## src/include/font_glyphs.svh

```systemverilog
// 5x8 glyphs, row 0 on top
// bit 0 of a row is the leftmost dot, so the literals read mirrored
// entry 0 is the space and doubles as the blank for unknown codes

localparam logic [0:7][4:0] FONT_ROM [overlay_pkg::FONT_CODES] = '{
	{5'b00000, 5'b00000, 5'b00000, 5'b00000, 5'b00000, 5'b00000, 5'b00000, 5'b00000},	// space
	{5'b01110, 5'b10001, 5'b11001, 5'b10101, 5'b10011, 5'b10001, 5'b01110, 5'b00000},	// 0
	{5'b00100, 5'b00110, 5'b00100, 5'b00100, 5'b00100, 5'b00100, 5'b01110, 5'b00000},	// 1
	{5'b01110, 5'b10001, 5'b10000, 5'b01000, 5'b00100, 5'b00010, 5'b11111, 5'b00000},	// 2
	{5'b11111, 5'b01000, 5'b00100, 5'b01000, 5'b10000, 5'b10001, 5'b01110, 5'b00000},	// 3
	{5'b01000, 5'b01100, 5'b01010, 5'b01001, 5'b11111, 5'b01000, 5'b01000, 5'b00000},	// 4
	{5'b11111, 5'b00001, 5'b01111, 5'b10000, 5'b10000, 5'b10001, 5'b01110, 5'b00000},	// 5
	{5'b01100, 5'b00010, 5'b00001, 5'b01111, 5'b10001, 5'b10001, 5'b01110, 5'b00000},	// 6
	{5'b11111, 5'b10000, 5'b01000, 5'b00100, 5'b00010, 5'b00010, 5'b00010, 5'b00000},	// 7
	{5'b01110, 5'b10001, 5'b10001, 5'b01110, 5'b10001, 5'b10001, 5'b01110, 5'b00000},	// 8
	{5'b01110, 5'b10001, 5'b10001, 5'b11110, 5'b10000, 5'b01000, 5'b00110, 5'b00000},	// 9
	{5'b01110, 5'b10001, 5'b10001, 5'b11111, 5'b10001, 5'b10001, 5'b10001, 5'b00000},	// A
	{5'b01111, 5'b10001, 5'b10001, 5'b01111, 5'b10001, 5'b10001, 5'b01111, 5'b00000},	// B
	{5'b01110, 5'b10001, 5'b00001, 5'b00001, 5'b00001, 5'b10001, 5'b01110, 5'b00000},	// C
	{5'b00111, 5'b01001, 5'b10001, 5'b10001, 5'b10001, 5'b01001, 5'b00111, 5'b00000},	// D
	{5'b11111, 5'b00001, 5'b00001, 5'b01111, 5'b00001, 5'b00001, 5'b11111, 5'b00000},	// E
	{5'b11111, 5'b00001, 5'b00001, 5'b01111, 5'b00001, 5'b00001, 5'b00001, 5'b00000}	// F
};

// ascii code to table entry
function automatic logic [overlay_pkg::FONT_IDX_W-1:0] font_entry(input logic [7:0] code);
	logic [7:0] slot;		// entry before narrowing

	slot = 8'd0;			// space and anything unsupported
	if (code >= 8'h30 && code <= 8'h39)
	begin
		slot = code - 8'h2f;	// '0' lands on entry 1
	end
	else if (code >= 8'h41 && code <= 8'h46)
	begin
		slot = code - 8'h36;	// 'A' lands on entry 11
	end
	return slot[overlay_pkg::FONT_IDX_W-1:0];
endfunction

```

## src/design/overlay_pkg.sv

```systemverilog
package overlay_pkg;

	//////////////////////////////////////////////////
	// coordinates and box placement
	//////////////////////////////////////////////////

	typedef logic [10:0] coord_t;		// screen or box-relative pixel coordinate

	localparam coord_t BOX_X = 11'd10;	// left edge of the box on screen
	localparam coord_t BOX_Y = 11'd6;	// top edge of the box on screen

	localparam int DOT_SCALE = 2;		// screen pixels per glyph dot, both axes

	//////////////////////////////////////////////////
	// character cell
	//////////////////////////////////////////////////

	localparam int GLYPH_W = 5;			// lit columns of a glyph
	localparam int CELL_W = 6;			// glyph plus one blank column
	localparam int CELL_H = 8;			// rows per cell

	localparam int CHARS_PER_LINE = 4;
	localparam int NUM_LINES = 2;

	// one scaled dot of margin at top and left
	localparam int BOX_W = DOT_SCALE + CELL_W * CHARS_PER_LINE * DOT_SCALE;	// 50
	localparam int BOX_H = DOT_SCALE + CELL_H * NUM_LINES * DOT_SCALE;		// 34

	// last covered pixel, inclusive
	localparam coord_t BOX_X_END = BOX_X + coord_t'(BOX_W);
	localparam coord_t BOX_Y_END = BOX_Y + coord_t'(BOX_H);
	localparam coord_t MARGIN = coord_t'(DOT_SCALE);	// relative coords up to here are margin

	localparam int TEXT_BITS = 8 * CHARS_PER_LINE * NUM_LINES;	// one byte per character

	//////////////////////////////////////////////////
	// counter widths
	//////////////////////////////////////////////////

	localparam int SCALE_W = (DOT_SCALE > 1) ? $clog2(DOT_SCALE) : 1;
	localparam logic [SCALE_W-1:0] SCALE_LAST = SCALE_W'(DOT_SCALE - 1);

	localparam int OFFSET_W = 3;		// dot offset in a cell, 0..7
	localparam logic [OFFSET_W-1:0] SPACING_COL = OFFSET_W'(GLYPH_W);	// first dark column

	localparam int COL_W = (CHARS_PER_LINE > 1) ? $clog2(CHARS_PER_LINE) : 1;
	localparam int ROW_W = (NUM_LINES > 1) ? $clog2(NUM_LINES) : 1;

	// font
	localparam int FONT_CODES = 17;		// space, 0-9, A-F
	localparam int FONT_IDX_W = $clog2(FONT_CODES);

endpackage

```

## src/design/window_if.sv

```systemverilog
// beam position decoded against the text box, one sample per clock
interface window_if;

	overlay_pkg::coord_t rel_x;		// hc minus box left edge, 0 outside
	overlay_pkg::coord_t rel_y;		// vc minus box top edge, 0 outside

	logic in_square;		// beam inside the box, background
	logic h_active;			// inside the box and past the left margin
	logic v_active;			// below the top margin, whole raster line
	logic line_end;			// last box pixel of a box line

	// decoder side
	modport win (output rel_x, rel_y, in_square, h_active, v_active, line_end);

	// per-axis counters
	modport axis (input h_active, v_active, line_end);

	// glyph stage only needs the background flag
	modport out (input in_square);

endinterface

```

## src/design/beam_window.sv

```systemverilog
module beam_window (
	input overlay_pkg::coord_t hc,		// beam column
	input overlay_pkg::coord_t vc,		// beam row
	window_if.win win
);

	logic h_in;		// column within box span
	logic v_in;		// row within box span
	logic edge_col;	// beam on the right box edge
	logic v_body;	// row strictly below the top edge

	//////////////////////////////////////////////////
	// range decode
	//////////////////////////////////////////////////

	assign h_in = (hc >= overlay_pkg::BOX_X) && (hc <= overlay_pkg::BOX_X_END);
	assign v_in = (vc >= overlay_pkg::BOX_Y) && (vc <= overlay_pkg::BOX_Y_END);

	// relative coords, both edges count as 0 on the near side
	assign win.rel_x = h_in ? hc - overlay_pkg::BOX_X : '0;
	assign win.rel_y = v_in ? vc - overlay_pkg::BOX_Y : '0;

	//////////////////////////////////////////////////
	// region flags
	//////////////////////////////////////////////////

	assign win.in_square = (win.rel_x != '0) && (win.rel_y != '0);

	// glyph area starts one scaled dot in from top and left
	assign win.h_active = win.in_square && (win.rel_x > overlay_pkg::MARGIN);
	assign win.v_active = win.rel_y > overlay_pkg::MARGIN;

	// line end taken straight from the screen coords
	assign edge_col = hc == overlay_pkg::BOX_X_END;
	assign v_body = (vc > overlay_pkg::BOX_Y) && (vc <= overlay_pkg::BOX_Y_END);
	assign win.line_end = edge_col && v_body;	// vertical counter steps here

	// two decodes of the same edge have to agree
	always_comb
	begin
		assert (!win.line_end || win.in_square)
			else $error("beam_window: line_end outside the box");
	end

endmodule

```

## src/flat_wrapper.sv

```systemverilog
// flat-port wrapper written by rule: the top's interface ports become plain ports
module beam_window_flat 
  (hc, vc, win_rel_x, win_rel_y, win_in_square, win_h_active, win_v_active, win_line_end);
  window_if win_i ();
  input overlay_pkg::coord_t hc;
  input overlay_pkg::coord_t vc;
  output wire logic [$bits(win_i.rel_x)-1:0] win_rel_x;
  output wire logic [$bits(win_i.rel_y)-1:0] win_rel_y;
  output wire logic [$bits(win_i.in_square)-1:0] win_in_square;
  output wire logic [$bits(win_i.h_active)-1:0] win_h_active;
  output wire logic [$bits(win_i.v_active)-1:0] win_v_active;
  output wire logic [$bits(win_i.line_end)-1:0] win_line_end;
  assign win_rel_x = win_i.rel_x;
  assign win_rel_y = win_i.rel_y;
  assign win_in_square = win_i.in_square;
  assign win_h_active = win_i.h_active;
  assign win_v_active = win_i.v_active;
  assign win_line_end = win_i.line_end;
  beam_window u_core (.hc(hc), .vc(vc), .win(win_i));
endmodule
```

## config.mk

```make
export PLATFORM = sky130hd
export DESIGN_NAME = beam_window_flat
export DESIGN_NICKNAME = d
export VERILOG_FILES = /design/src/include/font_glyphs.svh /design/src/design/overlay_pkg.sv /design/src/design/window_if.sv /design/src/design/beam_window.sv /design/src/flat_wrapper.sv
export SDC_FILE = /design/constraint.sdc
export NUM_CORES = 1
export LEC_CHECK = 0
export BUFFER_PORTS_ARGS = -buffer_cell sky130_fd_sc_hd__buf_4
export CAP_MARGIN = 10
export CORE_ASPECT_RATIO = 0.9
export CORE_MARGIN = 2
export CORE_UTILIZATION = 42
export DETAILED_ROUTE_END_ITERATION = 12
export GPL_TIMING_DRIVEN = 0
export MAX_ROUTING_LAYER = met4
export PLACE_DENSITY = 0.91
export SKIP_LAST_GASP = 1
export SYNTH_ARGS = -nofsm -noshare
export SYNTH_HDL_FRONTEND = slang
export SYNTH_SLANG_ARGS = --single-unit
export TNS_END_PERCENT = 100
```

## constraint.sdc

```tcl
create_clock -name vclk -period 2.6
set_input_delay 0.52 -clock vclk [all_inputs]
set_output_delay 0.52 -clock vclk [all_outputs]
set_load 0.005 [all_outputs]
```

==> results of run 1 <==
[metrics by stage]
step           setup TNS (ps)  power [mW]  instances
2_1_floorplan               0     0.05160         94
3_5_place_dp                0      0.1008        154
4_1_cts                     0      0.1018        154
3_3_place_gp                0     0.09813        154
6_report                    0      0.1019        154
5_1_grt                -9.628      0.1130        154
[layer usage]
metal | vias to the layer above | share of wire, % | global-route usage, % | routed length [µm]
met5 | - | 0 | - | 0
li1 | 428 | - | - | -
met4 | 0 | 0 | 0 | 0
met1 | 355 | 42 | 22.60 | 745
met2 | 44 | 48 | 41.18 | 857
met3 | 0 | 10 | 1.351 | 184
[cells in the final DEF (no fill, tap or decap), drive strengths merged, types with 3 or more instances in the layout]
master and n:
and2 3, inv 4, ha 3, o21ai 5, nand2b 4, buf 48
nand2 3, o31ai 3, or3 3, xnor2 5, a21oi 5, nor2 21
[logic make-up after synthesis]
kind of cell | share of synthesized area [%]
AND/OR/NAND/NOR | 49.08
AO/OA/AOI/OAI | 28.31
buffers and inverters | 7.330
XOR/XNOR | 8.554
adder cells (fa/ha/maj) | 6.111
other | 0.6104
[what timing repair did]
action                     4_1_cts  5_1_grt
gates resized for setup          1        0
setup endpoints to repair        1        1
hold buffers                     0        0
setup buffers                    0        0
[where the power goes]
part	switching (mW)	leakage (nW)	internal, mW	total [mW]
sequential	0	0	0	0
clock	0	0	0	0
combinational	0.0500	0.462	0.0520	0.102
total	0.0500	0.462	0.0520	0.102
[final timing paths]
path | endpoint | slack (ps) | cells after the start
worst max-delay path | win_rel_y[3] | 110 | 6
worst min-delay path | win_rel_x[1] | 1340 | 3
[worst max-delay path: stages]
cell	delay [ps]
buf_4	110
or4_1	540
nor2_2	190
o211ai_2	220
nor3_1	250
buf_4	140
[layout make-up]
class	count	area share, %
inverter	4	1.535
buffer	4	3.069
tap	15	1.918
timing repair buffer	45	34.53
multi-input combinational	86	58.95
==> out/results.tsv, run 1 <==
metric	value	unit
core box area	1399	µm²
row cnt	13	
Port Buffer Count	45	
drt pass-1 iters	4	
CP Capture Type	primary output	
remaining antenna violation count	0	
fmax	401.7	MHz
status	completed	
initial antenna violation count	0	
Initial Utilization	43.92	%
Vias	827	
register area share after synthesis	0	%
design area	978.4	µm²
# DRC	0	
top-count cell post-synth	nor2_1	
FF+latch count	0	
pwr dens	104.2	nW/µm²
layout clock buffer count	0	
CP Data Required Time	2080	ps
arrival time at the worst endpoint	1970	ps
DP Worst Slack	2.979	ps
IO Pins	48	
vias in the first global route	667	
Critical Path Source	vc[7]	
fin crit period	2489	ps
filler cell count	114	
Post-Syn Instances	93	
largest net degree at the start of global routing	11	
# setup viols final	0	
Vert. Die Dim	40.29	µm
register area	0	µm²
most area-consuming cells after synthesis	nor2_1, xnor2_1, ha_1, a21oi_1, nand2b_1	
Hold WC Path Type	input port to primary output	
netlist area before placement	614.3	µm²
worst hold slack	1336	ps
RSZ-0062 raised after global routing	yes	
Post-DP Area	974.7	µm²
Peak VDD IR	0.00005714	V
Initial DRC Count	16	
gp weighted congestion	0.8906	
Vias per Instance	5.370	
global-route wire length before repair	2704	µm
Leak Pwr	0.4619	nW
diode count	0	
Final period util	95.74	%
syn_area_per_cell	6.606	µm²
share of layout cells above drive strength 1	43.17	%
Yosys top cell by area	nor2_1	
DR WL/cell	11.60	µm
endpoints failing hold	0	
Startpoint Class	input port	
Hold Crit Start	hc[1]	
total congestion overflow	0	
commonest cells in the synthesized netlist	nor2_1, a21oi_1, xnor2_1	
nets	166	
post-DP HPWL	1517	µm
area grow syn2layout	59.27	%
MaxCap Viol Count	0	
WL final	1787	µm
Crit Path Category	input port to primary output	
die area	1785	µm²
fin. max-slew vios	0	
Global Route Usage Sum	19.98	%
Yosys cell types	40	
multi-input logic area	576.8	µm²
fin util	69.95	%
die width	44.32	µm
Crit Path Max Fanout	8	
setup ws final	110.9	ps
share of the synthesized area in the top cell type	11.61	%
Yosys Warn Count	0	
(Power assumes the default switching activity.)
==> run 2, diff against run 1 <==
Settings changed: BUFFER_PORTS_ARGS -buffer_cell sky130_fd_sc_hd__buf_4 to -buffer_cell sky130_fd_sc_hd__buf_2.
==> run 2 against run 1 <==
  * Flip-flop and latch count unchanged
  * Worst hold slack better by 24 ps
  * Fmax down 0.48%
  * Wire length increased by 2.1%
  * Clock-buffer cell count unchanged
  * First-iteration DRC count decreased by 13%
  * Total power is 9.1% lower
  * Critical path depth is 1 higher
  * Via count up 3.0%
  * Core utilization fell by 8.1 points
  * Non-clock buffer count stayed put
  * Setup slack got worse by 12 ps
  * Critical path type unchanged
  * Largest cell class unchanged
  * Highest routed layer is now met4
==> out/results.tsv, run 2 (synthesized netlist as in run 1, its figures left out) <==
metric	value	unit	change
status	completed		
CP Buf/Inv Count	3		+1
Final period util	96.20	%	+0.47 points
Pwr Total	0.09264	mW	-9.1%
die width	44.32	µm	unchanged
Vias per Instance	5.532		+3.0%
# DRC	0		unchanged
CTS Hold Buffers Added	0		unchanged
fin. max-slew vios	0		unchanged
largest net degree at the start of global routing	11		unchanged
register area	0	µm²	unchanged
Top delay family on crit path	simple AND/OR/NAND/NOR gates		
# setup viols final	0		unchanged
fin crit period	2501	ps	+12.12 ps
arrival time at the worst endpoint	1980	ps	about the same
Crit Path Category	input port to primary output		
row cnt	13		unchanged
setup ws final	98.75	ps	-12.12 ps
Global Route Usage Sum	20.97	%	+0.99 points
crit-path cells	buf_2 > inv_1 > ha_1 > or4b_4 > o31ai_1 > a21oi_1 > buf_2		
IO Pins	48		unchanged
most frequent cells in the layout	buf_2, nor2_1, xnor2_1, a21oi_1		
initial antenna violation count	0		unchanged
gp weighted congestion	0.8828		-0.88%
remaining antenna violation count	0		unchanged
nets	166		unchanged
layout clock buffer count	0		unchanged
CP Capture Type	primary output		
Crit Path Max Fanout	7		-1
RSZ-0062 raised after global routing	no		
CP Data Required Time	2080	ps	about the same
vias in the first global route	692		+3.7%
area grow syn2layout	40.94	%	
endpoints failing hold	0		unchanged
Vert. Die Dim	40.29	µm	unchanged
slowest CP cell	or4b_4		
pwr dens	107.0	nW/µm²	+2.7%
cell mode on critical path	buf_2		
diode count	0		unchanged
total congestion overflow	0		unchanged
commonest non-fill, non-tap cell in the layout	buf_2		
post-DP HPWL	1556	µm	+2.6%
fin util	61.90	%	-8.1 points
FF+latch count	0		unchanged
Setup Fix Bufs, Post-CTS	0		unchanged
DR WL/cell	11.85	µm	+2.1%
die area	1785	µm²	unchanged
global-route wire length before repair	2808	µm	+3.8%
core box area	1399	µm²	unchanged
Initial DRC Count	14		-2
Initial Utilization	43.92	%	unchanged
Leak Pwr	0.4466	nW	-3.3%
Vias	852		+3.0%
Port Buffer Count	45		unchanged
Peak VDD IR	0.00006648	V	+16%
Startpoint Class	input port		
DP Worst Slack	-38.74	ps	-41.72 ps
drt pass-1 iters	4		unchanged
MaxCap Viol Count	0		unchanged
worst hold slack	1360	ps	+24.10 ps
WL final	1825	µm	+2.1%
Hold WC Path Type	input port to primary output		
fmax	399.8	MHz	-0.48%
Worst path max stage delay	480	ps	-60 ps
share of layout cells above drive strength 1	43.17	%	unchanged
run 2: cell counts in the layout (fill, tap and decap cells not counted):
No cell type changed its count.
run 2: cell type report:
| cell class | count | area, µm² |
|---|---|---|
| Timing Repair Buffer | 45 | 225.2 |
| Buffer | 4 | 30.03 |
| Multi-Input combinational cell | 86 | 576.8 |
| Tap cell | 15 | 18.77 |
| Fill cell | 130 | 533.0 |
| Inverter | 4 | 15.01 |
run 2: timing repair:
| action | 4_1_cts | 5_1_grt |
|---|---|---|
| setup endpoints to repair | 2 | 2 |
| pin swaps | 0 | 2 |
| gates resized for setup | 1 | 0 |
| gates cloned | 0 | 0 |
run 2: report_power, final:
part           switching (mW)  internal [mW]  total, mW
logic                  0.0514         0.0413     0.0926
registers                   0              0          0
clock network               0              0          0
total                  0.0514         0.0413     0.0926
run 2: layer usage:
metal | vias to the layer above | wire, µm | GRT usage (%)
li1 | 429 | - | -
met1 | 374 | 767 | 23.12
met2 | 47 | 880 | 41.91
met3 | 2 | 165 | 1.351
met4 | 0 | 12 | 4.545
met5 | - | 0 | -
run 2: worst min-delay path, cell delays in order:
cell and delay (ps):
buf_2 150, nor2_1 60, buf_2 110
run 2: final timing paths:
kind / start / to / slack (ps) / depth (start not counted)
worst max-delay path: hc[1] / win_h_active / 100 / 7
worst min-delay path: hc[1] / win_rel_x[1] / 1360 / 3
run 2: through the flow:
stage / setup TNS [ps] / instances / instance area (µm²)
finish: 0 / 154 / 865.8
global route: 0 / 154 / 865.8
CTS: 0 / 154 / 865.8
detailed placement: -75.74 / 154 / 862.1
global placement: -25.96 / 154 / 862.1
floorplan: 0 / 94 / 618.1
==> run 3, diff against run 2 <==
Settings changed: PLACE_DENSITY 0.91 to default, PLACE_DENSITY_LB_ADDON from default to 0.2.
==> run 3 against run 2 <==
  * Cell count did not move
  * Non-clock buffer count did not move
  * Design area rose by 2.2%
  * Total power rose by 1.4%
  * Wire length fell by 5.8%
  * Global-route usage fell by 3.3 points
  * Setup slack improved by 13 ps
  * Largest power group unchanged
  * Critical endpoint unchanged
==> out/results.tsv, run 3 (synthesized netlist as in run 1, its figures left out) <==
metric	value	unit	change
DP Worst Slack	-49.78	ps	-11.04 ps
Detail Route met2 WL	788	µm	-10%
layout clock buffer count	0		unchanged
# DRC	0		unchanged
slowest CP cell	ha_1		
Vias	826		-3.1%
RSZ-0062 raised after global routing	no		
drt pass-1 iters	4		unchanged
commonest non-fill, non-tap cell in the layout	buf_2		
status	completed		
hold path depth	3		unchanged
row cnt	13		unchanged
initial antenna violation count	0		unchanged
Worst path max stage delay	240	ps	-240 ps
# setup viols final	0		unchanged
diode count	0		unchanged
metal1 wirelength	839	µm	+9.4%
filler cell count	134		+3.1%
Setup Fix Bufs, Post-CTS	0		unchanged
die width	44.32	µm	unchanged
DR WL/cell	11.16	µm	-5.8%
Leak Pwr	0.4519	nW	+1.2%
Pwr Total	0.09394	mW	+1.4%
global-route wire length before repair	2359	µm	-16%
core box area	1399	µm²	unchanged
hold endpoint	win_rel_x[1]		
arrival time at the worst endpoint	1970	ps	about the same
IO Pins	48		unchanged
Vert. Die Dim	40.29	µm	unchanged
setup TNS	0	ps	unchanged
Post-DP Area	862.1	µm²	unchanged
worst hold slack	1367	ps	+7.070 ps
Port Buffer Count	45		unchanged
design area	884.6	µm²	+2.2%
Hold WC Path Type	input port to primary output		
total congestion overflow	0		unchanged
largest net degree at the start of global routing	11		unchanged
Initial DRC Count	12		-2
gp weighted congestion	0.7717		-13%
Initial Utilization	43.92	%	unchanged
setup ws final	111.5	ps	+12.74 ps
pwr dens	106.2	nW/µm²	-0.74%
die area	1785	µm²	unchanged
fin crit period	2489	ps	-12.74 ps
Max Used Layer	met4		
most frequent cells in the layout	buf_2, nor2_1, xnor2_1		
WL final	1719	µm	-5.8%
remaining antenna violation count	0		unchanged
Hold Crit Start	hc[1]		
CP Data Required Time	2080	ps	about the same
DR WL met3	65	µm	-61%
area grow syn2layout	43.99	%	
post-DP HPWL	1428	µm	-8.2%
Peak VDD IR	0.00005646	V	-15%
register area	0	µm²	unchanged
FF+latch count	0		unchanged
cell mode on critical path	buf_2		
endpoints failing hold	0		unchanged
MaxCap Viol Count	0		unchanged
Crit Path Category	input port to primary output		
fin. max-slew vios	0		unchanged
Global Route Usage Sum	17.71	%	-3.3 points
Final period util	95.71	%	-0.49 points
fmax	401.8	MHz	+0.51%
CP Capture Type	primary output		
Startpoint Class	input port		
vias in the first global route	592		-14%
nets	166		unchanged
share of layout cells above drive strength 1	46.04	%	+2.9 points
Vias per Instance	5.364		-3.1%
crit-path cells	buf_2 > inv_1 > ha_1 > nand2b_1 > a211oi_2 > a21oi_2 > o31ai_1 > a21oi_1 > buf_2		
Crit Path Max Fanout	7		unchanged
[run 3: cell counts in the layout (fill, tap and decap cells not counted)]
Identical to the previous run, type by type.
[run 3: how the worst max path moves through the flow]
| stage | from | slack [ps] | cells past startpoint | endpoint |
|---|---|---|---|---|
| after floorplan | hc[2] | 340 | 5 | win_h_active |
| after global placement | hc[1] | -20 | 7 | win_h_active |
| after detailed placement | hc[1] | -50 | 7 | win_in_square |
| after CTS | hc[1] | 130 | 9 | win_in_square |
| after global routing | hc[1] | 9 | 9 | win_in_square |
| final | hc[1] | 110 | 9 | win_h_active |
[run 3: area by class of cell]
type | count | area (µm²) | area share (%)
plain buffers | 4 | 30.03 | 3.395
repair buffers | 45 | 225.2 | 25.46
multi-input cells | 86 | 595.6 | 67.33
well taps | 15 | 18.77 | 2.122
inverters | 4 | 15.01 | 1.697
[run 3: routing by layer]
metal,track usage [%],up-vias
met4,3.030,0
met2,29.78,25
met5,-,-
met3,0,4
li1,-,430
met1,24.42,367
[run 3: per-stage QoR]
step / util [%] / instances
5_1_grt: 63.24 / 154
4_1_cts: 62.25 / 154
3_5_place_dp: 61.63 / 154
2_1_floorplan: - / 94
3_3_place_gp: 61.63 / 154
6_report: 63.24 / 154
[run 3: timing repair]
action                                  in CTS  in global routing
hold buffers                                 0                  0
endpoints found under the setup margin       2                  1
gates resized for setup                      2                  3
pin swaps                                    0                  1
gates cloned                                 0                  0
[run 3: report_power, final]
part,internal [mW],switching (mW)
Sequential,0,0
Clock,0,0
Combinational,0.0422,0.0518
Total,0.0422,0.0518
[run 3: worst max-delay path: cells and delay by family]
kind	cells	cell delay [ps]
AO/OA/AOI/OAI	4	650
buffers and inverters	3	360
adder cells (fa/ha/maj)	1	240
AND/OR/NAND/NOR	1	190
