File: src/include/font_glyphs.svh
// 5x8 glyphs, row 0 on top
// bit 0 of a row is the leftmost dot, so the literals read mirrored
// entry 0 is the space and doubles as the blank for unknown codes

localparam logic [0:7][4:0] FONT_ROM [overlay_pkg::FONT_CODES] = '{
	{5'b00000, 5'b00000, 5'b00000, 5'b00000, 5'b00000, 5'b00000, 5'b00000, 5'b00000},	// space
	{5'b01110, 5'b10001, 5'b11001, 5'b10101, 5'b10011, 5'b10001, 5'b01110, 5'b00000},	// 0
	{5'b00100, 5'b00110, 5'b00100, 5'b00100, 5'b00100, 5'b00100, 5'b01110, 5'b00000},	// 1
	{5'b01110, 5'b10001, 5'b10000, 5'b01000, 5'b00100, 5'b00010, 5'b11111, 5'b00000},	// 2
	{5'b11111, 5'b01000, 5'b00100, 5'b01000, 5'b10000, 5'b10001, 5'b01110, 5'b00000},	// 3
	{5'b01000, 5'b01100, 5'b01010, 5'b01001, 5'b11111, 5'b01000, 5'b01000, 5'b00000},	// 4
	{5'b11111, 5'b00001, 5'b01111, 5'b10000, 5'b10000, 5'b10001, 5'b01110, 5'b00000},	// 5
	{5'b01100, 5'b00010, 5'b00001, 5'b01111, 5'b10001, 5'b10001, 5'b01110, 5'b00000},	// 6
	{5'b11111, 5'b10000, 5'b01000, 5'b00100, 5'b00010, 5'b00010, 5'b00010, 5'b00000},	// 7
	{5'b01110, 5'b10001, 5'b10001, 5'b01110, 5'b10001, 5'b10001, 5'b01110, 5'b00000},	// 8
	{5'b01110, 5'b10001, 5'b10001, 5'b11110, 5'b10000, 5'b01000, 5'b00110, 5'b00000},	// 9
	{5'b01110, 5'b10001, 5'b10001, 5'b11111, 5'b10001, 5'b10001, 5'b10001, 5'b00000},	// A
	{5'b01111, 5'b10001, 5'b10001, 5'b01111, 5'b10001, 5'b10001, 5'b01111, 5'b00000},	// B
	{5'b01110, 5'b10001, 5'b00001, 5'b00001, 5'b00001, 5'b10001, 5'b01110, 5'b00000},	// C
	{5'b00111, 5'b01001, 5'b10001, 5'b10001, 5'b10001, 5'b01001, 5'b00111, 5'b00000},	// D
	{5'b11111, 5'b00001, 5'b00001, 5'b01111, 5'b00001, 5'b00001, 5'b11111, 5'b00000},	// E
	{5'b11111, 5'b00001, 5'b00001, 5'b01111, 5'b00001, 5'b00001, 5'b00001, 5'b00000}	// F
};

// ascii code to table entry
function automatic logic [overlay_pkg::FONT_IDX_W-1:0] font_entry(input logic [7:0] code);
	logic [7:0] slot;		// entry before narrowing

	slot = 8'd0;			// space and anything unsupported
	if (code >= 8'h30 && code <= 8'h39)
	begin
		slot = code - 8'h2f;	// '0' lands on entry 1
	end
	else if (code >= 8'h41 && code <= 8'h46)
	begin
		slot = code - 8'h36;	// 'A' lands on entry 11
	end
	return slot[overlay_pkg::FONT_IDX_W-1:0];
endfunction

File: src/design/overlay_pkg.sv
package overlay_pkg;

	//////////////////////////////////////////////////
	// coordinates and box placement
	//////////////////////////////////////////////////

	typedef logic [10:0] coord_t;		// screen or box-relative pixel coordinate

	localparam coord_t BOX_X = 11'd10;	// left edge of the box on screen
	localparam coord_t BOX_Y = 11'd6;	// top edge of the box on screen

	localparam int DOT_SCALE = 2;		// screen pixels per glyph dot, both axes

	//////////////////////////////////////////////////
	// character cell
	//////////////////////////////////////////////////

	localparam int GLYPH_W = 5;			// lit columns of a glyph
	localparam int CELL_W = 6;			// glyph plus one blank column
	localparam int CELL_H = 8;			// rows per cell

	localparam int CHARS_PER_LINE = 4;
	localparam int NUM_LINES = 2;

	// one scaled dot of margin at top and left
	localparam int BOX_W = DOT_SCALE + CELL_W * CHARS_PER_LINE * DOT_SCALE;	// 50
	localparam int BOX_H = DOT_SCALE + CELL_H * NUM_LINES * DOT_SCALE;		// 34

	// last covered pixel, inclusive
	localparam coord_t BOX_X_END = BOX_X + coord_t'(BOX_W);
	localparam coord_t BOX_Y_END = BOX_Y + coord_t'(BOX_H);
	localparam coord_t MARGIN = coord_t'(DOT_SCALE);	// relative coords up to here are margin

	localparam int TEXT_BITS = 8 * CHARS_PER_LINE * NUM_LINES;	// one byte per character

	//////////////////////////////////////////////////
	// counter widths
	//////////////////////////////////////////////////

	localparam int SCALE_W = (DOT_SCALE > 1) ? $clog2(DOT_SCALE) : 1;
	localparam logic [SCALE_W-1:0] SCALE_LAST = SCALE_W'(DOT_SCALE - 1);

	localparam int OFFSET_W = 3;		// dot offset in a cell, 0..7
	localparam logic [OFFSET_W-1:0] SPACING_COL = OFFSET_W'(GLYPH_W);	// first dark column

	localparam int COL_W = (CHARS_PER_LINE > 1) ? $clog2(CHARS_PER_LINE) : 1;
	localparam int ROW_W = (NUM_LINES > 1) ? $clog2(NUM_LINES) : 1;

	// font
	localparam int FONT_CODES = 17;		// space, 0-9, A-F
	localparam int FONT_IDX_W = $clog2(FONT_CODES);

endpackage

File: src/design/window_if.sv
// beam position decoded against the text box, one sample per clock
interface window_if;

	overlay_pkg::coord_t rel_x;		// hc minus box left edge, 0 outside
	overlay_pkg::coord_t rel_y;		// vc minus box top edge, 0 outside

	logic in_square;		// beam inside the box, background
	logic h_active;			// inside the box and past the left margin
	logic v_active;			// below the top margin, whole raster line
	logic line_end;			// last box pixel of a box line

	// decoder side
	modport win (output rel_x, rel_y, in_square, h_active, v_active, line_end);

	// per-axis counters
	modport axis (input h_active, v_active, line_end);

	// glyph stage only needs the background flag
	modport out (input in_square);

endinterface

File: src/design/cell_tracker.sv
module cell_tracker #(
	parameter int CELL = 6,			// dots per cell along this axis
	parameter int COUNT = 4,		// cells along this axis
	parameter bit AXIS_V = 1'b0,	// 1 = rows, steps once per raster line
	localparam int IDX_W = (COUNT > 1) ? $clog2(COUNT) : 1
) (
	input logic clk,
	input logic rst,
	window_if.axis win,
	output logic [IDX_W-1:0] index,							// cell number
	output logic [overlay_pkg::OFFSET_W-1:0] offset,		// dot inside the cell
	output logic active										// sample in glyph area
);

	localparam logic [overlay_pkg::OFFSET_W-1:0] OFFSET_LAST =
		overlay_pkg::OFFSET_W'(CELL - 1);
	localparam logic [IDX_W-1:0] INDEX_LAST = IDX_W'(COUNT - 1);

	logic [overlay_pkg::SCALE_W-1:0] scale_q;		// screen pixels into the dot
	logic [overlay_pkg::SCALE_W-1:0] scale_d;
	logic [overlay_pkg::OFFSET_W-1:0] offset_d;
	logic [IDX_W-1:0] index_d;
	logic run;			// this axis is inside the glyph area
	logic step;			// one screen pixel further on this axis
	logic scale_wrap;
	logic offset_wrap;

	//////////////////////////////////////////////////
	// axis selection
	//////////////////////////////////////////////////

	assign run = AXIS_V ? win.v_active : win.h_active;
	assign step = AXIS_V ? win.line_end : 1'b1;	// columns move every pixel

	assign scale_wrap = scale_q == overlay_pkg::SCALE_LAST;
	assign offset_wrap = offset == OFFSET_LAST;

	// scale -> offset -> index chain
	always_comb
	begin
		scale_d = scale_q;
		offset_d = offset;
		index_d = index;
		if (!run || !active)
		begin
			// outside, or first sample of the area: start at cell 0, dot 0
			scale_d = '0;
			offset_d = '0;
			index_d = '0;
		end
		else if (step)
		begin
			if (!scale_wrap)
				scale_d = scale_q + 1'b1;
			else
			begin
				scale_d = '0;
				if (!offset_wrap)
					offset_d = offset + 1'b1;
				else
				begin
					offset_d = '0;
					// last row steps past the box on its line end, fold back
					index_d = (index == INDEX_LAST) ? '0 : index + 1'b1;
				end
			end
		end
	end

	always_ff @(posedge clk or posedge rst)
	begin
		if (rst)
		begin
			scale_q <= '0;
			offset <= '0;
			index <= '0;
			active <= 1'b0;
		end
		else
		begin
			scale_q <= scale_d;
			offset <= offset_d;
			index <= index_d;
			active <= run;		// follows the sample just taken
		end
	end

	// counters stay inside the cell grid
	a_in_grid: assert property (@(posedge clk) disable iff (rst)
		active |-> (offset <= OFFSET_LAST) && (index <= INDEX_LAST));

endmodule

File: src/flat_wrapper.sv
// flat-port wrapper written by rule: the top's interface ports become plain ports
module cell_tracker_flat 
#(
	parameter int CELL = 6,			                                
	parameter int COUNT = 4,		                        
	parameter bit AXIS_V = 1'b0,	                                       
	localparam int IDX_W = (COUNT > 1) ? $clog2(COUNT) : 1
)
  (clk, rst, index, offset, active, win_h_active, win_v_active, win_line_end);
  window_if win_i ();
  input logic clk;
  input logic rst;
  output logic [IDX_W-1:0] index;
  output logic [overlay_pkg::OFFSET_W-1:0] offset;
  output logic active;
  input wire logic [$bits(win_i.h_active)-1:0] win_h_active;
  input wire logic [$bits(win_i.v_active)-1:0] win_v_active;
  input wire logic [$bits(win_i.line_end)-1:0] win_line_end;
  assign win_i.h_active = win_h_active;
  assign win_i.v_active = win_v_active;
  assign win_i.line_end = win_line_end;
  cell_tracker #(.CELL(CELL), .COUNT(COUNT), .AXIS_V(AXIS_V)) u_core (.clk(clk), .rst(rst), .win(win_i), .index(index), .offset(offset), .active(active));
endmodule
File: config.mk
export PLATFORM = sky130hd
export DESIGN_NAME = cell_tracker_flat
export DESIGN_NICKNAME = d
export VERILOG_FILES = /design/src/include/font_glyphs.svh /design/src/design/overlay_pkg.sv /design/src/design/window_if.sv /design/src/design/cell_tracker.sv /design/src/flat_wrapper.sv
export SDC_FILE = /design/constraint.sdc
export NUM_CORES = 1
export LEC_CHECK = 0
export ABC_AREA = 1
export BUFFER_PORTS_ARGS = -buffer_cell sky130_fd_sc_hd__buf_4
export CAP_MARGIN = 10
export CORE_AREA = 3 3 40 42
export CTS_CLUSTER_DIAMETER = 120
export CTS_CLUSTER_SIZE = 40
export DETAILED_ROUTE_END_ITERATION = 8
export DIE_AREA = 0 0 43 45
export GPL_TIMING_DRIVEN = 0
export PLACE_DENSITY = 0.49
export SETUP_SLACK_MARGIN = 0.4
export SLEW_MARGIN = 15
export SYNTH_ARGS = -nofsm -noshare
export SYNTH_HDL_FRONTEND = slang
export SYNTH_SLANG_ARGS = --single-unit
File: constraint.sdc
create_clock -name clk -period 1.12 [get_ports clk]
set_input_delay 0 -clock clk [delete_from_list [all_inputs] [get_ports clk]]
set_output_delay 0 -clock clk [all_outputs]
set_load 0.005 [all_outputs]
==> impl_metrics.json, run 1 <==
{
  "diodes": 0,
  "vias_per_cell": 4.58,
  "finalCriticalPeriod_ns": 0.910,
  "synth_edf_count": 0,
  "area_delta_synth_final_pct": 75.8,
  "comb_power_share": 0.233,
  "r2r_slack_ns": 0.21,
  "initial_core_util": 0.253,
  "synth_area_um2": 325,
  "tns_ns": 0,
  "synth_commonest_cells": "10 x nand2_1, 7 x dfrtp_1, 6 x inv_1, 6 x nand3_1, 3 x nor2_1",
  "cts.path.max_buffers": 2,
  "detail_route.wl_per_cell_um": 10.9,
  "critPathRequiredTime_ns": 1.31,
  "instances_no_fill": 73,
  "synth.area.mux_share": 0,
  "grt_use_total": 0.0906,
  "crit_fanout": 4,
  "synth_compound_area_frac": 0.0538,
  "drtIter0Drc": 3,
  "fmax_mhz": 1100,
  "maxCapViolCount": 0,
  "routabilityCongestion": 0.753,
  "rows": 13,
  "cellInternalPower_uw": 521,
  "antenna_found_initial": 0,
  "via_count": 334,
  "clock-sinks": 7,
  "p_clk_frac": 0.324,
  "core_area_um2": 1280,
  "clkTransAtPathRegs_ns": 0.05,
  "ys.flop_type": "dfrtp_1",
  "cts-root-buf": "clkbuf_4",
  "synth_top_area_cell": "dfrtp_1",
  "synthSimpleGateAreaFrac": 0.300,
  "yosysUniqueCellTypes": 12,
  "fin_nets": 65,
  "numCtsBuffers": 3,
  "cts_tree": "yes",
  "die_h_um": 45,
  "worst_setup_path_end_kind": "flip-flop",
  "yosysSeqAreaShare": 0.538,
  "r2r_start": "u_core.offset[1]",
  "grt_max_degree": 8,
  "slew_viol_final": 0,
  "holdWs_ns": 0.0420,
  "yosysMostFrequentCell": "nand2_1",
  "dpl.hpwl_um": 506,
  "critPathKind": "reg -> reg",
  "hp-class": "in -> reg",
  "io_buffers": 8,
  "powerDensity_nw_per_um2": 1250,
  "worstReg2RegEnd": "u_core.index[1]",
  "drc_errors": 0,
  "grt_pass1_vias": 309,
  "grt_pass1_wl_um": 1240,
  "cp-start-kind": "flip-flop",
  "syn_nets": 45,
  "crit_start": "u_core.offset[1]",
  "postRouteAntennaNets": 0,
  "synth-xor-area-share": 0,
  "switching_share": 0.273,
  "outcome": "finished clean",
  "min_period_over_period": 0.813,
  "io_pins": 11,
  "final-hold-violation-count": 0,
  "synthTopCellsByArea": "dfrtp_1 54%, nand2_1 12%, nand3_1 9.2%",
  "crit_path_end": "u_core.index[1]",
  "ir_drop_uv": 656,
  "seq_power_share": 0.443,
  "wl_um": 797,
  "yosysTopAreaCellShare": 0.538,
  "yosysWarnings": 0,
  "synth_top_family_by_area": "simple AND/OR/NAND/NOR gates",
  "cts.htree.levels": 1,
  "critPathArrivalTime_ns": 1.10,
  "dp_cells": 62,
  "postSynth.asyncResetShare": 1.00,
  "r2r_cells": 5,
  "drive_above_1_share": 0.603,
  "dieWidth_um": 43,
  "finalSetupViolations": 0,
  "power_switching_uw": 195,
  "leakagePower_nw": 0.273,
  "synthCells": 39,
  "finClkSkew_ns": 0.000171,
  "die_area_um2": 1940,
  "syn_avg_cell_area_um2": 8.34,
  "synth-seq-cells": 7,
  "insertion_delay_ns": 0.25,
  "dr.pass1.iters": 3,
  "rsz0062_at_grt": "yes",
  "yosys.area_share.adder": 0.0385,
  "slew_headroom": 0.812,
  "overflow": 0,
  "worst_pin_slew_ns": 0.282
}
[power by group through the flow]
stage	Combinational [mW]	Sequential, mW	Clock, mW
floorplan	0.0450	0.309	0
global placement	0.0880	0.315	0
detailed placement	0.0892	0.314	0
CTS	0.100	0.317	0.239
global route	0.183	0.321	0.259
finish	0.167	0.317	0.232
[worst max-delay path, cell delays in order, from the launching register on]
cell and delay, ns:
dfrtp_1 0.43, inv_2 0.08, nand2_2 0.06, nor2_4 0.13, nand3_2 0.09, nand2_2 0.07
[layout make-up]
class	instances	area [µm²]
fillers	128	713
clock buffers	4	26.3
well taps	15	18.8
multi-input cells	26	189
flip-flops and latches	7	179
inverters	6	22.5
repair buffers	15	136
[cell usage in the layout, fill, tap and decap left out, drive strengths merged]
master | Yosys | layout
nand4 | 1 | 1
ha | 1 | 1
nand2 | 11 | 11
buf | 0 | 13
dfrtp | 7 | 7
nor2 | 4 | 4
o21ai | 1 | 1
nand3 | 6 | 6
clkbuf | 0 | 4
a21oi | 1 | 1
dlygate4sd3 | 0 | 2
inv | 6 | 6
o21a | 1 | 1
[through the flow]
| step | power (mW) | utilization | setup slack, ns | instance area [µm²] |
|---|---|---|---|---|
| 6_report | 0.716 | 0.445 | 0.210 | 572 |
| 5_1_grt | 0.763 | 0.445 | 0.178 | 572 |
| 4_1_cts | 0.656 | 0.391 | 0.226 | 503 |
| 3_5_place_dp | 0.403 | 0.320 | 0.208 | 412 |
| 3_3_place_gp | 0.403 | 0.320 | 0.224 | 412 |
| 2_1_floorplan | 0.354 | - | 0.245 | 333 |
[kinds of logic after synthesis]
logic type,after synthesis
AOI/OAI and AO/OA,3
DFF,7
adders and majority gates,1
buffers and inverters,6
and+or+nand+nor,22
[metal layers]
layer	track usage	vias to the layer above	wire, µm
li1	-	163	-
met1	0.111	161	356
met4	0.0361	0	8
met2	0.135	8	379
met3	0.0478	2	52
met5	0	-	0
[worst min-delay path by stage]
| stage | to | start | slack (ns) | cells past startpoint |
|---|---|---|---|---|
| 2_1_floorplan | u_core.active | rst | -0.20 | 1 |
| 3_3_place_gp | u_core.index[1] | rst | -0.04 | 2 |
| 3_5_place_dp | u_core.active | rst | -0.04 | 2 |
| 4_1_cts | u_core.scale_q | win_h_active | 0.04 | 3 |
| 5_1_grt | u_core.scale_q | win_h_active | 0.04 | 3 |
| 6_report | u_core.scale_q | win_h_active | 0.04 | 3 |
[state kept, by name (all words and copies together) (netlist names)]
name,cells
u_core.active,1
u_core.index,2
u_core.scale_q,1
u_core.offset,3
[what timing repair did]
action                     CTS  global route
cloned                       0             0
setup buffers                2             3
setup endpoints to repair   12            12
pin swaps                    6             9
hold endpoints to repair     8             0
gates resized for setup      7            17
hold buffers                 2             0
No activity file was read; power rests on OpenSTA's default activity.
==> run 2: changes to the inputs <==
==> constraint.sdc (replaced) <==
create_clock -name clk -period 0.9 [get_ports clk]
set_input_delay 0 -clock clk [delete_from_list [all_inputs] [get_ports clk]]
set_output_delay 0 -clock clk [all_outputs]
set_load 0.005 [all_outputs]
==> impl_metrics.json, run 2 (synthesis gave the netlist of run 1 again) <==
{
  "final-hold-violation-count": 8,
  "vias_per_cell": 4.48,
  "top_regs": "u_core.offset: 3 flops, u_core.index: 2 flops",
  "via_count": 318,
  "postRouteAntennaNets": 0,
  "grt_pass1_vias": 284,
  "powerDensity_nw_per_um2": 1620,
  "finalSetupViolations": 1,
  "violations": "negative hold slack, negative setup slack",
  "fin_nets": 63,
  "grt_max_degree": 8,
  "die_h_um": 45,
  "io_pins": 11,
  "dr.pass1.iters": 2,
  "die_area_um2": 1940,
  "worst_setup_path_end_kind": "flip-flop",
  "numCtsBuffers": 3,
  "cts-root-buf": "clkbuf_4",
  "slew_headroom": 0.814,
  "critPathKind": "reg -> reg",
  "drive_above_1_share": 0.643,
  "worst_pin_slew_ns": 0.279,
  "grt_use_total": 0.0847,
  "dieWidth_um": 43,
  "cts.path.max_buffers": 2,
  "crit_fanout": 3,
  "largest_register_ff_count": 3,
  "place_ws_ns": -0.0123,
  "cp-start-kind": "flip-flop",
  "critPathArrivalTime_ns": 1.05,
  "rows": 13,
  "hp-class": "in -> async",
  "insertion_delay_ns": 0.25,
  "clkTransAtPathRegs_ns": 0.05,
  "fin_area_um2": 551,
  "clock-sinks": 7,
  "grt_pass1_wl_um": 1150,
  "final_cell_mix": "9 x buf_4, 6 x nand2_1, 5 x nand2_2",
  "ir_drop_uv": 772,
  "initial_core_util": 0.253,
  "area_delta_synth_final_pct": 69.2,
  "holdWs_ns": -0.317,
  "leakagePower_nw": 0.264,
  "slew_viol_final": 0,
  "fmax_mhz": 1100,
  "diodes": 0,
  "critPathRequiredTime_ns": 1.04,
  "routabilityCongestion": 0.753,
  "antenna_found_initial": 0,
  "drtIter0Drc": 1,
  "cts_tree": "yes",
  "detail_route.wl_per_cell_um": 11.2,
  "wl_um": 795,
  "core_area_um2": 1280,
  "regMostFlops": "u_core.offset",
  "final_common_cell": "buf_4",
  "maxCapViolCount": 0,
  "min_period_over_period": 1.01,
  "io_buffers": 8,
  "overflow": 0,
  "worst_slack_ns": -0.00967,
  "rsz0062_at_grt": "yes",
  "finalCriticalPeriod_ns": 0.910,
  "finClkSkew_ns": 0.00173,
  "outcome": "complete, but fails checks",
  "dpl.hpwl_um": 506,
  "placed_cell_area_um2": 412,
  "drc_errors": 0,
  "cts.htree.levels": 1
}
==> run 2: changes by cell type in the layout (fill, tap and decap cells not counted) <==
cell | previous run | this run
nand2_2 | 4 | 5
buf_6 | 5 | 4
nand2_1 | 7 | 6
dlygate4sd3_1 | 2 | 0
buf_4 | 8 | 9
==> run 2: worst paths after layout <==
| kind | slack (ns) | start | end | depth (start not counted) |
|---|---|---|---|---|
| worst min-delay path | -0.32 | rst | u_core.offset[1] | 2 |
| max in group asynchronous | 0.98 | rst | u_core.offset[0] | 2 |
| worst max-delay path | -0.01 | u_core.index[1] | u_core.index[1] | 3 |
| min in group clk | -0.10 | win_h_active | u_core.active | 1 |
| worst min register to register | 0.59 | u_core.scale_q | u_core.offset[1] | 3 |
| worst max register to register | -0.01 | u_core.index[1] | u_core.index[1] | 3 |
==> run 2: critical path: stages (launching register included) <==
cell     delay [ns]
dfrtp_1        0.43
ha_4           0.26
nand3_2        0.07
nand2_2        0.05
==> run 2: cell type report <==
class,count,area (µm²)
fillers,138,734
multi-input cells,26,191
flip-flops and latches,7,179
repair buffers,13,113
clock buffers,4,26.3
inverters,6,22.5
well taps,15,18.8
==> run 2: per-layer routing <==
metal / part of all wire / up-vias / global-route usage / wire, µm
met5: 0 / - / 0 / 0
met4: 0.010 / 0 / 0.0361 / 8
met3: 0.069 / 2 / 0.0478 / 55
li1: - / 159 / - / -
met2: 0.47 / 8 / 0.126 / 376
met1: 0.45 / 149 / 0.101 / 354
==> run 2: metrics by stage <==
stage | hold slack (ns) | utilization | power, mW | TNS [ns] | cells
6_report | -0.317 | 0.428 | 0.889 | -0.00967 | 71
5_1_grt | -0.296 | 0.428 | 0.947 | -0.104 | 71
4_1_cts | -0.311 | 0.376 | 0.810 | 0 | 68
3_5_place_dp | -0.0409 | 0.320 | 0.502 | -0.0123 | 62
3_3_place_gp | -0.0379 | 0.320 | 0.502 | 0 | 62
2_1_floorplan | -0.197 | - | 0.441 | 0 | 39
==> run 2: repair_timing <==
| item | 4_1_cts | 5_1_grt |
|---|---|---|
| endpoints found under the setup margin | 12 | 12 |
| setup buffers | 2 | 3 |
| hold endpoints to repair | 8 | 8 |
| pin swaps | 6 | 9 |
| resized for setup | 8 | 16 |
==> run 2: report_power, final <==
part / internal (mW) / leakage, nW / switching, mW
logic: 0.131 / 0.160 / 0.0775
clock network: 0.169 / 0.0150 / 0.118
registers: 0.346 / 0.0895 / 0.0482
total: 0.646 / 0.264 / 0.243
==> run 3: changes to the inputs <==
--- a/config.mk
+++ b/config.mk
@@ -5,16 +5,16 @@
 export SDC_FILE = /design/constraint.sdc
 export NUM_CORES = 1
 export LEC_CHECK = 0
-export ABC_AREA = 1
+export ABC_AREA = 0
 export BUFFER_PORTS_ARGS = -buffer_cell sky130_fd_sc_hd__buf_4
 export CAP_MARGIN = 10
-export CORE_AREA = 3 3 40 42
+export CORE_AREA = 2 2 39 41
 export CTS_CLUSTER_DIAMETER = 120
 export CTS_CLUSTER_SIZE = 40
 export DETAILED_ROUTE_END_ITERATION = 8
-export DIE_AREA = 0 0 43 45
+export DIE_AREA = 0 0 41 43
 export GPL_TIMING_DRIVEN = 0
-export PLACE_DENSITY = 0.49
+export PLACE_DENSITY = 0.48
 export SETUP_SLACK_MARGIN = 0.4
 export SLEW_MARGIN = 15
 export SYNTH_ARGS = -nofsm -noshare
==> impl_metrics.json, run 3 <==
{
  "syn_nets": 32,
  "r2r_cells": 2,
  "placed_cell_area_um2": 402,
  "fin_area_um2": 593,
  "critPathKind": "reg -> reg",
  "ir_drop_uv": 604,
  "slew_headroom": 0.914,
  "dpl.hpwl_um": 484,
  "yosysMostFrequentCell": "dfrtp_1",
  "critPathRequiredTime_ns": 1.07,
  "rows": 14,
  "yosysSeqAreaShare": 0.545,
  "yosysUniqueCellTypes": 13,
  "numCtsBuffers": 3,
  "crit_path_end": "u_core.index[0]",
  "wl_um": 732,
  "overflow": 0,
  "grt_pass1_wl_um": 1210,
  "routabilityCongestion": 0.698,
  "core_area_um2": 1380,
  "cts.htree.levels": 1,
  "regMostFlops": "u_core.offset",
  "detail_route.wl_per_cell_um": 11.4,
  "synth_commonest_cells": "7 x dfrtp_1, 3 x nand3_1",
  "final_common_cell": "buf_6",
  "vias_per_cell": 4.56,
  "yosysWarnings": 0,
  "grt_pass1_vias": 294,
  "syn_avg_cell_area_um2": 12.4,
  "grt_max_degree": 8,
  "crit_fanout": 2,
  "critPathArrivalTime_ns": 1.15,
  "postRouteAntennaNets": 0,
  "r2r_start": "u_core.offset[1]",
  "final-hold-violation-count": 1,
  "via_count": 292,
  "initial_core_util": 0.232,
  "drtIter0Drc": 0,
  "worst_setup_path_end_kind": "flip-flop",
  "synth_area_um2": 322,
  "postSynth.asyncResetShare": 1.00,
  "dr.pass1.iters": 1,
  "cts-root-buf": "clkbuf_4",
  "synthTopCellsByArea": "dfrtp_1 54%, nand4bb_1 7.0%, a21bo_2 6.2%",
  "die_h_um": 43,
  "yosysTopAreaCellShare": 0.545,
  "crit_start": "u_core.offset[1]",
  "fin_nets": 55,
  "drc_errors": 0,
  "worst_slack_ns": -0.0812,
  "io_pins": 11,
  "cts.path.max_buffers": 2,
  "finalCriticalPeriod_ns": 0.981,
  "critical-path-top-delay-family": "flip-flops",
  "area_delta_synth_final_pct": 84.4,
  "clock-sinks": 7,
  "synth_top_area_cell": "dfrtp_1",
  "cts_tree": "yes",
  "io_buffers": 8,
  "worst_pin_slew_ns": 0.125,
  "ys.flop_type": "dfrtp_1",
  "die_area_um2": 1760,
  "largest_register_ff_count": 3,
  "diodes": 0,
  "min_period_over_period": 1.09,
  "holdWs_ns": -0.0887,
  "cts_hold_buf": 1,
  "worstReg2RegEnd": "u_core.index[0]",
  "slew_viol_final": 0,
  "finClkSkew_ns": 0.00317,
  "crit_buf_inv": 0,
  "r2r_slack_ns": -0.08,
  "hold_depth": 1,
  "synth_edf_count": 0,
  "powerDensity_nw_per_um2": 1170,
  "top_regs": "u_core.offset: 3 flops, u_core.index: 2 flops",
  "drive_above_1_share": 0.688,
  "cp-start-kind": "flip-flop",
  "leakagePower_nw": 0.253,
  "finalSetupViolations": 8,
  "synthCells": 26,
  "violations": "negative hold slack, negative setup slack",
  "outcome": "complete, but fails checks",
  "maxCapViolCount": 0,
  "antenna_found_initial": 0,
  "slowest_stage": "dfrtp_1",
  "synth-seq-cells": 7,
  "cp.depth": 2,
  "max_stage_delay_ns": 0.37,
  "insertion_delay_ns": 0.25,
  "crit_chain": "and4b_4 -> mux2i_1",
  "final_cell_mix": "10 x buf_6, 7 x buf_4, 4 x dfrtp_1",
  "clkTransAtPathRegs_ns": 0.05,
  "rsz0062_at_grt": "yes",
  "grt_use_total": 0.105,
  "dieWidth_um": 41,
  "hp-class": "in -> reg",
  "fmax_mhz": 1020
}
[run 3: timing repair]
item,CTS,global route
hold endpoints to repair,8,1
endpoints found under the setup margin,12,19
gates resized for setup,13,10
setup buffers,5,4
pin swaps,2,4
[run 3: power breakdown]
part	internal [mW]	switching [mW]
Combinational	0.0423	0.0309
Sequential	0.323	0.0112
Clock	0.169	0.118
Total	0.534	0.161
[run 3: cell families (layout without fill, tap and decap cells)]
logic type,after synthesis,in the layout,synth area share
buffers and inverters,1,23,0.0117
XOR/XNOR,1,1,0.0272
AO/OA/AOI/OAI,4,4,0.0934
multiplexers,2,2,0.0623
AND/OR/NAND/NOR,10,10,0.222
adder cells (fa/ha/maj),1,1,0.0389
flip-flops,7,7,0.545
[run 3: cell type report]
type                    count  area, µm²
flip-flops and latches      7        179
repair buffers             18        175
clock buffers               4       26.3
well taps                  16       20.0
multi-input cells          18        185
inverters                   1       7.51
fillers                   125        791
[run 3: metal layers]
layer | track usage | routed length, µm
met5 | 0 | 0
met1 | 0.130 | 276
met3 | 0.0314 | 55
met4 | 0.0600 | 11
met2 | 0.153 | 388
[run 3: through the flow]
| step | TNS (ns) | utilization | power [mW] | setup WS (ns) | std cells |
|---|---|---|---|---|---|
| after global placement | -0.195 | 0.290 | 0.370 | -0.0981 | 50 |
| after global routing | -0.562 | 0.429 | 0.736 | -0.154 | 64 |
| after CTS | -0.195 | 0.380 | 0.678 | -0.0830 | 60 |
| after floorplan | -0.135 | - | 0.351 | -0.0677 | 26 |
| after detailed placement | -0.241 | 0.290 | 0.372 | -0.122 | 50 |
| final | -0.227 | 0.429 | 0.695 | -0.0812 | 64 |
[run 3: worst min-delay path by stage]
stage / from / end
2_1_floorplan: rst / u_core.active
3_3_place_gp: rst / u_core.scale_q
3_5_place_dp: rst / u_core.scale_q
4_1_cts: win_h_active / u_core.active
5_1_grt: win_h_active / u_core.active
6_report: win_h_active / u_core.active
[run 3: worst reg2reg max path, stage by stage (launching register included)]
cell and delay [ns]:
dfrtp_1 0.37, and4b_4 0.34, mux2i_1 0.19
